==> config.mk <==
export PLATFORM = sky130hd
export DESIGN_NAME = itlb_xlate_top
export DESIGN_NICKNAME = d
export VERILOG_FILES = /design/src/design/itlb_pkg.sv /design/src/design/fetch_issue.sv /design/src/design/tlb_lookup.sv /design/src/design/itlb_stage.sv /design/src/design/itlb_xlate_top.sv
export SDC_FILE = /design/constraint.sdc
export NUM_CORES = 1
export LEC_CHECK = 0
export ABC_AREA = 1
export BUFFER_PORTS_ARGS = -buffer_cell sky130_fd_sc_hd__buf_2
export CAP_MARGIN = 30
export CORE_MARGIN = 1.5
export CORE_UTILIZATION = 55
export DETAILED_ROUTE_END_ITERATION = 10
export PLACE_DENSITY = 0.78
export SLEW_MARGIN = 40
export SYNTH_ARGS = -nofsm -noshare
export SYNTH_HDL_FRONTEND = slang
export SYNTH_SLANG_ARGS = --single-unit
==> constraint.sdc <==
create_clock -name clk -period 3.4 [get_ports clk]
set_clock_uncertainty 0.2 [all_clocks]
set_input_delay 0.17 -clock clk [delete_from_list [all_inputs] [get_ports clk]]
set_output_delay 0.17 -clock clk [all_outputs]
set_load 0.005 [all_outputs]
==> src/design/itlb_pkg.sv <==
// types and constants shared by the instruction-side translation path
// 4 KB pages only, one page per TLB entry, no page mask
// segment windows follow the MIPS kseg0/kseg1 layout on the top nibble
package itlb_pkg;

    // page geometry
    localparam int PAGE_OFFS_W = 12;
    localparam int VPN_W       = 32 - PAGE_OFFS_W;
    localparam int ASID_W      = 4;
    localparam int CATTR_W     = 3;

    // address and field types
    typedef logic [31:0]            vaddr_t;
    typedef logic [31:0]            paddr_t;
    typedef logic [VPN_W-1:0]       vpn_t;
    typedef logic [VPN_W-1:0]       pfn_t;
    typedef logic [ASID_W-1:0]      asid_t;
    typedef logic [CATTR_W-1:0]     cattr_t;
    typedef logic [PAGE_OFFS_W-1:0] offs_t;

    // kseg0 is cached, kseg1 uncached
    localparam cattr_t KSEG0_CATTR = 3'd3;
    localparam cattr_t KSEG1_CATTR = 3'd2;

    // address kind, from vaddr[31:28]
    typedef enum logic [1:0]
    {
        SEG_MAPPED,
        SEG_KSEG0,
        SEG_KSEG1
    } seg_e;

    // virtual page number of a fetch address
    function automatic vpn_t vpn_of(input vaddr_t va);
        return va[31:PAGE_OFFS_W];
    endfunction

    // byte offset inside the page
    function automatic offs_t offs_of(input vaddr_t va);
        return va[PAGE_OFFS_W-1:0];
    endfunction

    // 8..9 kseg0, A..B kseg1, the rest goes through the TLB
    function automatic seg_e seg_of(input vaddr_t va);
        seg_e seg;
        case (va[31:28])
            4'h8, 4'h9:
                seg = SEG_KSEG0;
            4'hA, 4'hB:
                seg = SEG_KSEG1;
            default:
                seg = SEG_MAPPED;
        endcase
        return seg;
    endfunction

endpackage

==> src/design/fetch_issue.sv <==
`timescale 1ns/1ps
// issue stage, one request per cycle while credits remain
// CREDITS must match the downstream buffer depth
// downstream never returns more credits than it was given
module fetch_issue
    import itlb_pkg::*;
#(
    parameter int CREDITS = 4
)
(
    input  logic   clk,
    input  logic   rst_n,
    // fetch request
    input  logic   req_valid,
    input  vaddr_t req_vaddr,
    input  asid_t  req_asid,
    output logic   req_ready,
    // one pulse per freed downstream slot
    input  logic   credit_return,
    // stage 0
    output logic   s0_valid,
    output vaddr_t s0_vaddr,
    output asid_t  s0_asid
);

    localparam int CNT_W = $clog2(CREDITS + 1);

    logic [CNT_W-1:0] credit_cnt;
    logic             accept;

    // ready while at least one slot is free downstream
    assign req_ready = (credit_cnt != '0);
    assign accept    = req_valid && req_ready;

    // credit counter
    // accept and return in the same cycle cancel out
    always_ff @(posedge clk or negedge rst_n)
    begin
        if (!rst_n)
        begin
            credit_cnt <= CNT_W'(CREDITS);
        end
        else if (accept && !credit_return)
        begin
            credit_cnt <= credit_cnt - 1'b1;
        end
        else if (credit_return && !accept)
        begin
            credit_cnt <= credit_cnt + 1'b1;
        end
    end

    // stage 0 valid, low on idle cycles
    always_ff @(posedge clk or negedge rst_n)
    begin
        if (!rst_n)
        begin
            s0_valid <= 1'b0;
        end
        else
        begin
            s0_valid <= accept;
        end
    end

    // stage 0 payload, only loaded on accept
    always_ff @(posedge clk)
    begin
        if (accept)
        begin
            s0_vaddr <= req_vaddr;
            s0_asid  <= req_asid;
        end
    end

endmodule

==> src/design/tlb_lookup.sv <==
`timescale 1ns/1ps
// fully associative TLB, one 4 KB page per entry, lowest index wins
// writes must not overlap a lookup of the same entry
// lookup runs for every address, segment decode is done downstream
module tlb_lookup
    import itlb_pkg::*;
#(
    parameter int TLB_ENTRIES = 16
)
(
    input  logic                           clk,
    input  logic                           rst_n,
    // stage 0
    input  logic                           s0_valid,
    input  vaddr_t                         s0_vaddr,
    input  asid_t                          s0_asid,
    // write port
    input  logic                           tlb_we,
    input  logic [$clog2(TLB_ENTRIES)-1:0] tlb_windex,
    input  vpn_t                           tlb_wvpn,
    input  asid_t                          tlb_wasid,
    input  logic                           tlb_wg,
    input  pfn_t                           tlb_wpfn,
    input  cattr_t                         tlb_wc,
    input  logic                           tlb_wv,
    // stage 1
    output logic                           s1_valid,
    output vaddr_t                         s1_vaddr,
    output logic                           s1_found,
    output pfn_t                           s1_pfn,
    output cattr_t                         s1_c,
    output logic                           s1_v
);

    localparam int IDX_W = $clog2(TLB_ENTRIES);

    // entry array
    vpn_t   ent_vpn  [TLB_ENTRIES];
    asid_t  ent_asid [TLB_ENTRIES];
    logic   ent_g    [TLB_ENTRIES];
    pfn_t   ent_pfn  [TLB_ENTRIES];
    cattr_t ent_c    [TLB_ENTRIES];
    logic   ent_v    [TLB_ENTRIES];

    logic [TLB_ENTRIES-1:0] ent_hit;
    logic                   hit_found;
    logic [IDX_W-1:0]       hit_idx;

    // entry write, whole array cleared on reset
    always_ff @(posedge clk or negedge rst_n)
    begin
        if (!rst_n)
        begin
            for (int i = 0; i < TLB_ENTRIES; i++)
            begin
                ent_vpn[i]  <= '0;
                ent_asid[i] <= '0;
                ent_g[i]    <= 1'b0;
                ent_pfn[i]  <= '0;
                ent_c[i]    <= '0;
                ent_v[i]    <= 1'b0;
            end
        end
        else if (tlb_we)
        begin
            ent_vpn[tlb_windex]  <= tlb_wvpn;
            ent_asid[tlb_windex] <= tlb_wasid;
            ent_g[tlb_windex]    <= tlb_wg;
            ent_pfn[tlb_windex]  <= tlb_wpfn;
            ent_c[tlb_windex]    <= tlb_wc;
            ent_v[tlb_windex]    <= tlb_wv;
        end
    end

    // parallel compare, vpn plus global or asid
    // v is not part of the match, an invalid hit still counts as found
    for (genvar i = 0; i < TLB_ENTRIES; i++)
    begin : g_match
        assign ent_hit[i] = (ent_vpn[i] == vpn_of(s0_vaddr)) &&
                            (ent_g[i] || (ent_asid[i] == s0_asid));
    end

    // priority pick, scan from the top so the lowest hit is kept
    always_comb
    begin
        hit_found = 1'b0;
        hit_idx   = '0;
        for (int i = TLB_ENTRIES - 1; i >= 0; i--)
        begin
            if (ent_hit[i])
            begin
                hit_found = 1'b1;
                hit_idx   = IDX_W'(i);
            end
        end
    end

    // stage 1 valid
    always_ff @(posedge clk or negedge rst_n)
    begin
        if (!rst_n)
        begin
            s1_valid <= 1'b0;
        end
        else
        begin
            s1_valid <= s0_valid;
        end
    end

    // stage 1 payload
    // fields of entry 0 ride along on a miss, found qualifies them
    always_ff @(posedge clk)
    begin
        if (s0_valid)
        begin
            s1_vaddr <= s0_vaddr;
            s1_found <= hit_found;
            s1_pfn   <= ent_pfn[hit_idx];
            s1_c     <= ent_c[hit_idx];
            s1_v     <= ent_v[hit_idx];
        end
    end

endmodule

==> src/design/itlb_stage.sv <==
`timescale 1ns/1ps
// translation stage, segment decode and physical address forming
// refill and invalid only raised for mapped addresses, never both
// exceptions return zero address and zero attribute
module itlb_stage
    import itlb_pkg::*;
(
    input  logic   clk,
    input  logic   rst_n,
    // stage 1 from the lookup
    input  logic   s1_valid,
    input  vaddr_t s1_vaddr,
    input  logic   s1_found,
    input  pfn_t   s1_pfn,
    input  cattr_t s1_c,
    input  logic   s1_v,
    // response, one pulse per item
    output logic   resp_valid,
    output paddr_t resp_paddr,
    output cattr_t resp_cattr,
    output logic   resp_refill,
    output logic   resp_invalid
);

    seg_e   seg;
    paddr_t paddr_nxt;
    cattr_t cattr_nxt;
    logic   refill_nxt;
    logic   invalid_nxt;

    // address kind from the top nibble
    assign seg = seg_of(s1_vaddr);

    always_comb
    begin
        paddr_nxt   = '0;
        cattr_nxt   = '0;
        refill_nxt  = 1'b0;
        invalid_nxt = 1'b0;
        case (seg)
            SEG_KSEG0:
            begin
                // drop bit 31
                paddr_nxt = {1'b0, s1_vaddr[30:0]};
                cattr_nxt = KSEG0_CATTR;
            end
            SEG_KSEG1:
            begin
                // drop bits 31..29
                paddr_nxt = {3'b000, s1_vaddr[28:0]};
                cattr_nxt = KSEG1_CATTR;
            end
            default:
            begin
                if (!s1_found)
                begin
                    // no entry, software refill
                    refill_nxt = 1'b1;
                end
                else if (!s1_v)
                begin
                    invalid_nxt = 1'b1;
                end
                else
                begin
                    // frame plus page offset
                    paddr_nxt = {s1_pfn, offs_of(s1_vaddr)};
                    cattr_nxt = s1_c;
                end
            end
        endcase
    end

    // response valid
    always_ff @(posedge clk or negedge rst_n)
    begin
        if (!rst_n)
        begin
            resp_valid <= 1'b0;
        end
        else
        begin
            resp_valid <= s1_valid;
        end
    end

    // response payload, held between pulses
    always_ff @(posedge clk)
    begin
        if (s1_valid)
        begin
            resp_paddr   <= paddr_nxt;
            resp_cattr   <= cattr_nxt;
            resp_refill  <= refill_nxt;
            resp_invalid <= invalid_nxt;
        end
    end

endmodule

==> src/design/itlb_xlate_top.sv <==
`timescale 1ns/1ps
// instruction-side translation path, fixed 3 cycle latency, no stalls
// downstream must own CREDITS slots and return one credit per freed slot
// TLB writes only while the pipeline is empty
module itlb_xlate_top
    import itlb_pkg::*;
#(
    parameter int TLB_ENTRIES = 16,
    parameter int CREDITS     = 4
)
(
    input  logic                           clk,
    input  logic                           rst_n,
    // fetch request
    input  logic                           req_valid,
    input  vaddr_t                         req_vaddr,
    input  asid_t                          req_asid,
    output logic                           req_ready,
    // downstream credit
    input  logic                           credit_return,
    // TLB write port
    input  logic                           tlb_we,
    input  logic [$clog2(TLB_ENTRIES)-1:0] tlb_windex,
    input  vpn_t                           tlb_wvpn,
    input  asid_t                          tlb_wasid,
    input  logic                           tlb_wg,
    input  pfn_t                           tlb_wpfn,
    input  cattr_t                         tlb_wc,
    input  logic                           tlb_wv,
    // response
    output logic                           resp_valid,
    output paddr_t                         resp_paddr,
    output cattr_t                         resp_cattr,
    output logic                           resp_refill,
    output logic                           resp_invalid
);

    // stage 0, issue to lookup
    logic   s0_valid;
    vaddr_t s0_vaddr;
    asid_t  s0_asid;

    // stage 1, lookup to translation
    logic   s1_valid;
    vaddr_t s1_vaddr;
    logic   s1_found;
    pfn_t   s1_pfn;
    cattr_t s1_c;
    logic   s1_v;

    fetch_issue #(
        .CREDITS       (CREDITS)
    ) fetch_issue_inst (
        .clk           (clk),
        .rst_n         (rst_n),
        .req_valid     (req_valid),
        .req_vaddr     (req_vaddr),
        .req_asid      (req_asid),
        .req_ready     (req_ready),
        .credit_return (credit_return),
        .s0_valid      (s0_valid),
        .s0_vaddr      (s0_vaddr),
        .s0_asid       (s0_asid)
    );

    tlb_lookup #(
        .TLB_ENTRIES   (TLB_ENTRIES)
    ) tlb_lookup_inst (
        .clk           (clk),
        .rst_n         (rst_n),
        .s0_valid      (s0_valid),
        .s0_vaddr      (s0_vaddr),
        .s0_asid       (s0_asid),
        .tlb_we        (tlb_we),
        .tlb_windex    (tlb_windex),
        .tlb_wvpn      (tlb_wvpn),
        .tlb_wasid     (tlb_wasid),
        .tlb_wg        (tlb_wg),
        .tlb_wpfn      (tlb_wpfn),
        .tlb_wc        (tlb_wc),
        .tlb_wv        (tlb_wv),
        .s1_valid      (s1_valid),
        .s1_vaddr      (s1_vaddr),
        .s1_found      (s1_found),
        .s1_pfn        (s1_pfn),
        .s1_c          (s1_c),
        .s1_v          (s1_v)
    );

    itlb_stage itlb_stage_inst (
        .clk           (clk),
        .rst_n         (rst_n),
        .s1_valid      (s1_valid),
        .s1_vaddr      (s1_vaddr),
        .s1_found      (s1_found),
        .s1_pfn        (s1_pfn),
        .s1_c          (s1_c),
        .s1_v          (s1_v),
        .resp_valid    (resp_valid),
        .resp_paddr    (resp_paddr),
        .resp_cattr    (resp_cattr),
        .resp_refill   (resp_refill),
        .resp_invalid  (resp_invalid)
    );

endmodule

Word-level counts from Yosys, hierarchy flattened
Index checks and enable logic that the tools add are counted.

word-level totals
  register bits = 920
  latch bits = 0
  RAM bits = 0
  memory bits (read-only) = 0
  input port bits = 94
  output and inout bits = 39
  word-level logic and storage cells = 253
  memories kept = 0

cells by class
  add/sub/neg operators = 2
  multiply operators = 0
  div/mod/pow operators = 0
  $lt $le $gt $ge = 3
  eq/ne operators = 38
  shift-type cells = 0
  muxes and demuxes = 51
  bitwise operators = 3
  reduce and logical (&&, ||, !) cells = 45

operators with widths
  cell                  number
  $bwmux W320           2
  $eq A20 B20 Y1        16
  $bmux W20 S4          1
  $demux W20 S4         1
  $mux W4               17
  $bwmux W64            1
  $eq A4 B4 Y1          16
  $mux W32              2
  $pmux W32 S2          1
  $mux W20              3
  $bwmux W48            1
  $bwmux W16            2
  $mux W3               7
  $logic_and A1 B1 Y1   20
  $demux W4 S4          1
  $eq A4 B4 Y1 const B  4
  $logic_or A1 B1 Y1    16
  $reduce_or A15 Y1     1
  $bmux W3 S4           1
  $demux W3 S4          1
  $ge A5 B5 Y1 const B  2
  $not A4 Y5            2
  $mux W1               6
  $pmux W3 S2           1
  other kinds (14)      17

Depth between registers and ports, before layout
  depth in word-level cells = 23
  depth in mapped cells = 32
  mapped depth without buffers = 29

Cells and area by module
A second synthesis with hierarchy kept.

unflattened totals
  cells, all modules = 5061
  area, all modules = 43340.3 um^2

by module, submodules not included
  module       instances  cells each  area an instance (um^2)  sequential area each (um^2)
  tlb_lookup   1          4737        39785.7                  21355.5
  itlb_stage   1          264         2245.9                   1136.1
  fetch_issue  1          60          1308.8                   1182.4

Least setup slack after synthesis
OpenSTA, ideal clock, no wires.

  kind = reg-to-reg
  start point = register fetch_issue_inst.s0_vaddr[16]
  end point = register tlb_lookup_inst.s1_c[1] (data pin)
  library setup time = 0.253 ns
  arrival time = 2.553 ns
  required time = 2.947 ns
  slack = 0.394 ns
  stages on the path, launching flop included = 19
  path through = edfxtp_1 inv_2 buf_4 buf_6 buf_4 o22ai_1 or4_1 nor3_1 nand4_1 nand2_1 inv_2 nand2_2 inv_2 nand2_4 buf_4 buf_2 nand3_1 nand3_1 nand2_1

between the ends
  word-level cells in the longest chain between the ends = 22
  elaborated cells between the ends (all ways) = 52
  those cells by class = eq/ne: 16; mux: 19; bitwise: 1; reduce/logical: 16

RTL lines
  element                                       RTL line           text
  start, declared                               fetch_issue.sv:22  output vaddr_t s0_vaddr,
  start signal, assigned                        fetch_issue.sv:71  s0_vaddr <= req_vaddr;
  $eq A20 B20 Y1                                tlb_lookup.sv:79   assign ent_hit[i] = (ent_vpn[i] == vpn_of(s0_vaddr)) &&
  $logic_and A1 B1 Y1                           tlb_lookup.sv:79
  $mux W4 (15 in a row)                         tlb_lookup.sv:90   if (ent_hit[i])
  $mux W4 *                                     tlb_lookup.sv:90
  $not A4 Y5 (not written as such) *            tlb_lookup.sv:120  s1_c <= ent_c[hit_idx];
  $bmux W3 S4 *                                 tlb_lookup.sv:120
  $mux W3 (not written as such) * (2 in a row)  tlb_lookup.sv:120
  end signal, assigned                          tlb_lookup.sv:120
  end, declared                                 tlb_lookup.sv:31   output cattr_t s1_c,

Mark *: on every way between the ends. The rest lies on a longest branch, timed or not. The select of a mux whose other input is x is not followed.
A chain may end at the register's enable or synchronous reset.

Final worst setup path
  start point = register fetch_issue_inst.s0_vaddr[16]
  end point = register tlb_lookup_inst.s1_pfn[12] (data pin)

between the ends
  word-level cells in the longest chain between the ends = 22
  elaborated cells between the ends (all ways) = 52
  those cells by class = eq/ne: 16; mux: 19; bitwise: 1; reduce/logical: 16

RTL lines
  element                                        RTL line           text
  $eq A20 B20 Y1                                 tlb_lookup.sv:79
  $logic_and A1 B1 Y1                            tlb_lookup.sv:79
  $mux W4 (15 in a row)                          tlb_lookup.sv:90
  $mux W4 *                                      tlb_lookup.sv:90
  $not A4 Y5 (not written as such) *             tlb_lookup.sv:119  s1_pfn <= ent_pfn[hit_idx];
  $bmux W20 S4 *                                 tlb_lookup.sv:119
  $mux W20 (not written as such) * (2 in a row)  tlb_lookup.sv:119
  end signal, assigned                           tlb_lookup.sv:119
  end, declared                                  tlb_lookup.sv:30   output pfn_t s1_pfn,

Marked as above.

==> run_summary.xml <==
<?xml version="1.0" encoding="UTF-8"?>
<metrics>
  <group name="detailed_routing">
    <metric name="routed_wl" unit="mm">137</metric>
    <metric name="drt_iter0_drc" unit="">5329</metric>
    <metric name="drt_pass1_iterations" unit="">9</metric>
    <metric name="post-route-drc-count" unit="">0</metric>
    <metric name="vias" unit="">37000</metric>
    <metric name="ant_nets" unit="">0</metric>
    <metric name="drt-vias-per-instance" unit="">5.92</metric>
    <metric name="wl_per_cell" unit="um">21.8</metric>
  </group>
  <group name="clock_tree">
    <metric name="clock_sink_count" unit="">920</metric>
    <metric name="cts_tree" unit="">yes</metric>
    <metric name="worst_setup_hold_path_clk_slew" unit="ns">0.07</metric>
    <metric name="cts_made_buffers" unit="">95</metric>
    <metric name="clock_path_buffers" unit="">3</metric>
    <metric name="cts.htree.levels" unit="">3</metric>
    <metric name="clock_network_latency_to_the_later_pin_of_the_worst_skew_pair" unit="ns">0.68</metric>
    <metric name="clk_root_buffer_cell" unit="">sky130_fd_sc_hd__clkbuf_16</metric>
  </group>
  <group name="synthesis">
    <metric name="asyncSetResetFlopFracSynth" unit="">0.859</metric>
    <metric name="synth_edf_count" unit="">130</metric>
    <metric name="synth.yosys.seq_area_share" unit="">0.556</metric>
    <metric name="synthesized_netlist_cell_count" unit="">4859</metric>
    <metric name="synth.cell_area" unit="mm2">0.0426</metric>
    <metric name="flop_and_latch_count_out_of_synthesis" unit="">920</metric>
    <metric name="ys_dominant_reg_cell" unit="">sky130_fd_sc_hd__dfrtp_1</metric>
    <metric name="postSynthAreaPerCell" unit="um2">8.76</metric>
    <metric name="synth.yosys.warnings" unit="">0</metric>
    <metric name="postSynthNetCount" unit="">4957</metric>
    <metric name="number_of_different_library_cells_in_the_post_synthesis_netlist" unit="">45</metric>
  </group>
  <group name="worst_hold_path">
    <metric name="min-delay-path-class" unit="">input pin to register</metric>
  </group>
  <group name="timing">
    <metric name="timing.final.max_slew_violations" unit="">0</metric>
    <metric name="unrepaired_setup_endpoints_after_global_routing" unit="">true</metric>
    <metric name="setup_slack" unit="ns">-0.262</metric>
    <metric name="max_freq" unit="MHz">273</metric>
    <metric name="finalSetupViolations" unit="">24</metric>
    <metric name="period_needed" unit="ns">3.66</metric>
    <metric name="timing.final.crit_share" unit="">1.08</metric>
    <metric name="remaining_max_slew_budget_at_the_tightest_pin" unit="">0.382</metric>
    <metric name="final-hold-violation-count" unit="">0</metric>
    <metric name="fin_worst_hold_slack" unit="ns">0.00325</metric>
    <metric name="finalSetupTns" unit="ns">-5.37</metric>
    <metric name="worst_slew_pin_slew" unit="ns">0.926</metric>
  </group>
  <group name="placed_design">
    <metric name="io_buffer_count" unit="">132</metric>
    <metric name="place_worst_setup_slack" unit="ns">-0.403</metric>
    <metric name="dp_hpwl" unit="mm">78.2</metric>
    <metric name="place_congestion" unit="">0.917</metric>
  </group>
  <group name="finish">
    <metric name="finish.utilization" unit="">0.678</metric>
    <metric name="antenna-diode-count" unit="">0</metric>
    <metric name="fin_nets" unit="">5243</metric>
    <metric name="multi_input_comb_area" unit="mm2">0.0165</metric>
    <metric name="fillerInstances" unit="">5495</metric>
    <metric name="layout-drive-gt1-share" unit="">0.152</metric>
    <metric name="register_area" unit="mm2">0.0237</metric>
    <metric name="area_growth" unit="%">21.4</metric>
  </group>
  <group name="outcome">
    <metric name="failed_checks" unit="">negative setup slack</metric>
    <metric name="status" unit="">complete, but fails checks</metric>
  </group>
  <group name="floorplanning">
    <metric name="initial_utilization" unit="">0.558</metric>
    <metric name="die_height" unit="um">281</metric>
    <metric name="ioPinCount" unit="">133</metric>
    <metric name="rows" unit="">101</metric>
    <metric name="area_of_the_die" unit="mm2">0.0791</metric>
    <metric name="die_w" unit="um">281</metric>
    <metric name="core" unit="mm2">0.0762</metric>
  </group>
  <group name="global_route">
    <metric name="via_count_of_the_first_global_routing_pass" unit="">35400</metric>
    <metric name="grt_pass1_wl" unit="mm">204</metric>
    <metric name="number_of_antenna_violations_at_the_first_check_in_global_routing" unit="">0</metric>
    <metric name="groute.usage.overall" unit="">0.338</metric>
    <metric name="grt_start_max_net_pins" unit="">103</metric>
    <metric name="overflow" unit="">0</metric>
  </group>
  <group name="power_and_ir_drop">
    <metric name="power.leakage" unit="nW">24.7</metric>
    <metric name="vdd_ir_drop_max" unit="V">0.000485</metric>
    <metric name="power-per-cell-area" unit="mW/mm2">632</metric>
    <metric name="report.power.total" unit="mW">32.7</metric>
  </group>
  <group name="worst_setup_path">
    <metric name="cp.required" unit="ns">3.62</metric>
    <metric name="timing.critical_path.from_type" unit="">register</metric>
    <metric name="worst_ep_arrival_time" unit="ns">3.88</metric>
    <metric name="critical_path_class" unit="">register to register</metric>
    <metric name="cp_num_buf_inv" unit="">2</metric>
    <metric name="cpLargestDelayFamily" unit="">simple AND/OR/NAND/NOR gates</metric>
    <metric name="cp-end-kind" unit="">register</metric>
    <metric name="critical_path.max_fanout" unit="">8</metric>
    <metric name="slowest_cell_on_the_critical_path" unit="">sky130_fd_sc_hd__edfxtp_1</metric>
    <metric name="slowest_delay" unit="ns">0.45</metric>
    <metric name="critical_path.most_common_cell" unit="">sky130_fd_sc_hd__nand2_1</metric>
  </group>
  <group name="job">
    <metric name="cap_violations" unit="">0</metric>
  </group>
</metrics>
## synth_stat cells (2+ instances only)
library cell	n	area [um2]
sky130_fd_sc_hd__inv_1	383	1440
sky130_fd_sc_hd__ha_1	3	37.5
sky130_fd_sc_hd__and2_1	5	31.3
sky130_fd_sc_hd__buf_4	17	128
sky130_fd_sc_hd__o22ai_1	19	119
sky130_fd_sc_hd__clkbuf_1	239	897
sky130_fd_sc_hd__xor2_1	148	1300
sky130_fd_sc_hd__nand2_1	1304	4890
sky130_fd_sc_hd__nand4_1	21	131
sky130_fd_sc_hd__a21oi_1	33	165
sky130_fd_sc_hd__a221oi_1	3	26.3
sky130_fd_sc_hd__nor2_1	107	402
sky130_fd_sc_hd__nor3_2	2	20.0
sky130_fd_sc_hd__nand3_1	450	2250
sky130_fd_sc_hd__or2_2	3	18.8
sky130_fd_sc_hd__o21ai_1	4	20.0
sky130_fd_sc_hd__nand3b_1	48	360
sky130_fd_sc_hd__buf_6	27	304
sky130_fd_sc_hd__nand2_4	4	45.0
sky130_fd_sc_hd__nand2_2	2	12.5
sky130_fd_sc_hd__inv_2	10	37.5
sky130_fd_sc_hd__buf_1	7	26.3
sky130_fd_sc_hd__or4_1	6	45.0
sky130_fd_sc_hd__nor3b_1	2	15.0
sky130_fd_sc_hd__a211oi_1	4	30.0
sky130_fd_sc_hd__nor4_1	36	225
sky130_fd_sc_hd__dfrtp_1	789	19700
sky130_fd_sc_hd__a31oi_1	2	12.5
sky130_fd_sc_hd__a22o_1	26	228
sky130_fd_sc_hd__edfxtp_1	130	3900
sky130_fd_sc_hd__nor3_1	17	85.1
sky130_fd_sc_hd__buf_2	72	360
sky130_fd_sc_hd__o21ai_0	795	3980
sky130_fd_sc_hd__a41oi_1	10	87.6
sky130_fd_sc_hd__xnor2_1	121	1060
## state kept, by name (all words and copies together) (netlist names), 3 cells and up
register	flops
fetch_issue_inst.s0_vaddr	32
tlb_lookup_inst.ent_v	16
tlb_lookup_inst.s1_vaddr	32
itlb_stage_inst.resp_paddr	32
tlb_lookup_inst.ent_vpn	320
fetch_issue_inst.credit_cnt	3
tlb_lookup_inst.s1_pfn	20
tlb_lookup_inst.ent_c	48
itlb_stage_inst.resp_cattr	3
tlb_lookup_inst.ent_asid	64
tlb_lookup_inst.ent_g	16
fetch_issue_inst.s0_asid	4
tlb_lookup_inst.s1_c	3
tlb_lookup_inst.ent_pfn	320
## cell families (layout without fill, tap and decap cells)
group	after synthesis	after routing	synth area share
adders and majority gates	4	4	0.00135
and+or+nand+nor	2010	2013	0.201
DFF	920	920	0.556
AOI/OAI and AO/OA	899	899	0.110
buffers and inverters	757	1120	0.0755
xor gates and xnor gates	269	269	0.0554
## path summary, 6_finish.rpt
check	slack [ns]	depth (start not counted)	startpoint	endpoint
min in group asynchronous	0.06	3	rst_n	tlb_lookup_inst.ent_pfn[136]
max in group asynchronous	2.36	3	rst_n	tlb_lookup_inst.ent_vpn[61]
hold reg to reg	0.23	0	fetch_issue_inst.s0_vaddr[8]	tlb_lookup_inst.s1_vaddr[8]
hold / removal	0.003	6	req_valid	fetch_issue_inst.credit_cnt[2]
setup / recovery	-0.26	28	fetch_issue_inst.s0_vaddr[16]	tlb_lookup_inst.s1_pfn[12]
setup reg to reg	-0.26	28	fetch_issue_inst.s0_vaddr[16]	tlb_lookup_inst.s1_pfn[12]
## placed cells by master (no fill, tap or decap), types with 68 or more instances in the layout
master / count
sky130_fd_sc_hd__nand2_1: 1243
sky130_fd_sc_hd__o21ai_0: 793
sky130_fd_sc_hd__dfrtp_1: 788
sky130_fd_sc_hd__nand3_1: 415
sky130_fd_sc_hd__inv_1: 381
sky130_fd_sc_hd__buf_4: 195
sky130_fd_sc_hd__xor2_1: 147
sky130_fd_sc_hd__buf_2: 131
sky130_fd_sc_hd__edfxtp_1: 130
sky130_fd_sc_hd__clkbuf_16: 112
sky130_fd_sc_hd__xnor2_1: 106
sky130_fd_sc_hd__nor2_1: 98
sky130_fd_sc_hd__dlygate4sd3_1: 86
sky130_fd_sc_hd__buf_12: 68
## tightest hold or removal path, stage by stage
cell and delay (ns):
sky130_fd_sc_hd__buf_2 0.08, sky130_fd_sc_hd__and2_2 0.14, sky130_fd_sc_hd__ha_1 0.13, sky130_fd_sc_hd__inv_1 0.06, sky130_fd_sc_hd__o21ai_0 0.21, sky130_fd_sc_hd__xor2_1 0.07
## layout make-up
class,count,area share
multi-input cells,3185,0.320
well taps,1030,0.0249
repair buffers,549,0.106
clock buffers,140,0.0547
clock inverters,37,0.00656
inverters,394,0.0290
flip-flops and latches,920,0.458
## power by group
part	internal [mW]	leakage [nW]	switching [mW]	total, mW
Combinational	2.96	11.8	3.85	6.81
Sequential	13.6	11.3	1.62	15.2
Clock	6.09	1.58	4.54	10.6
## repair_timing
item,4_1_cts,5_1_grt
gates resized for setup,54,167
setup endpoints to repair,24,24
gates cloned,8,21
buffers inserted,22,26
pin swaps,8,63
hold buffers,87,0
endpoints found under the hold margin,1296,0
## through the flow
stage,cells,instance area [um2]
global route,6255,51700
finish,6255,51700
global placement,5917,45600
floorplan,4859,42600
detailed placement,5917,45700
CTS,6211,50300
## layer usage
layer	vias up	global-route usage	routed length, um
met5	-	0	0
met1	17800	0.444	50900
met2	2363	0.521	62400
met4	0	0.225	9460
li1	16300	-	-
met3	511	0.0544	13900
(Power assumes the default switching activity.)
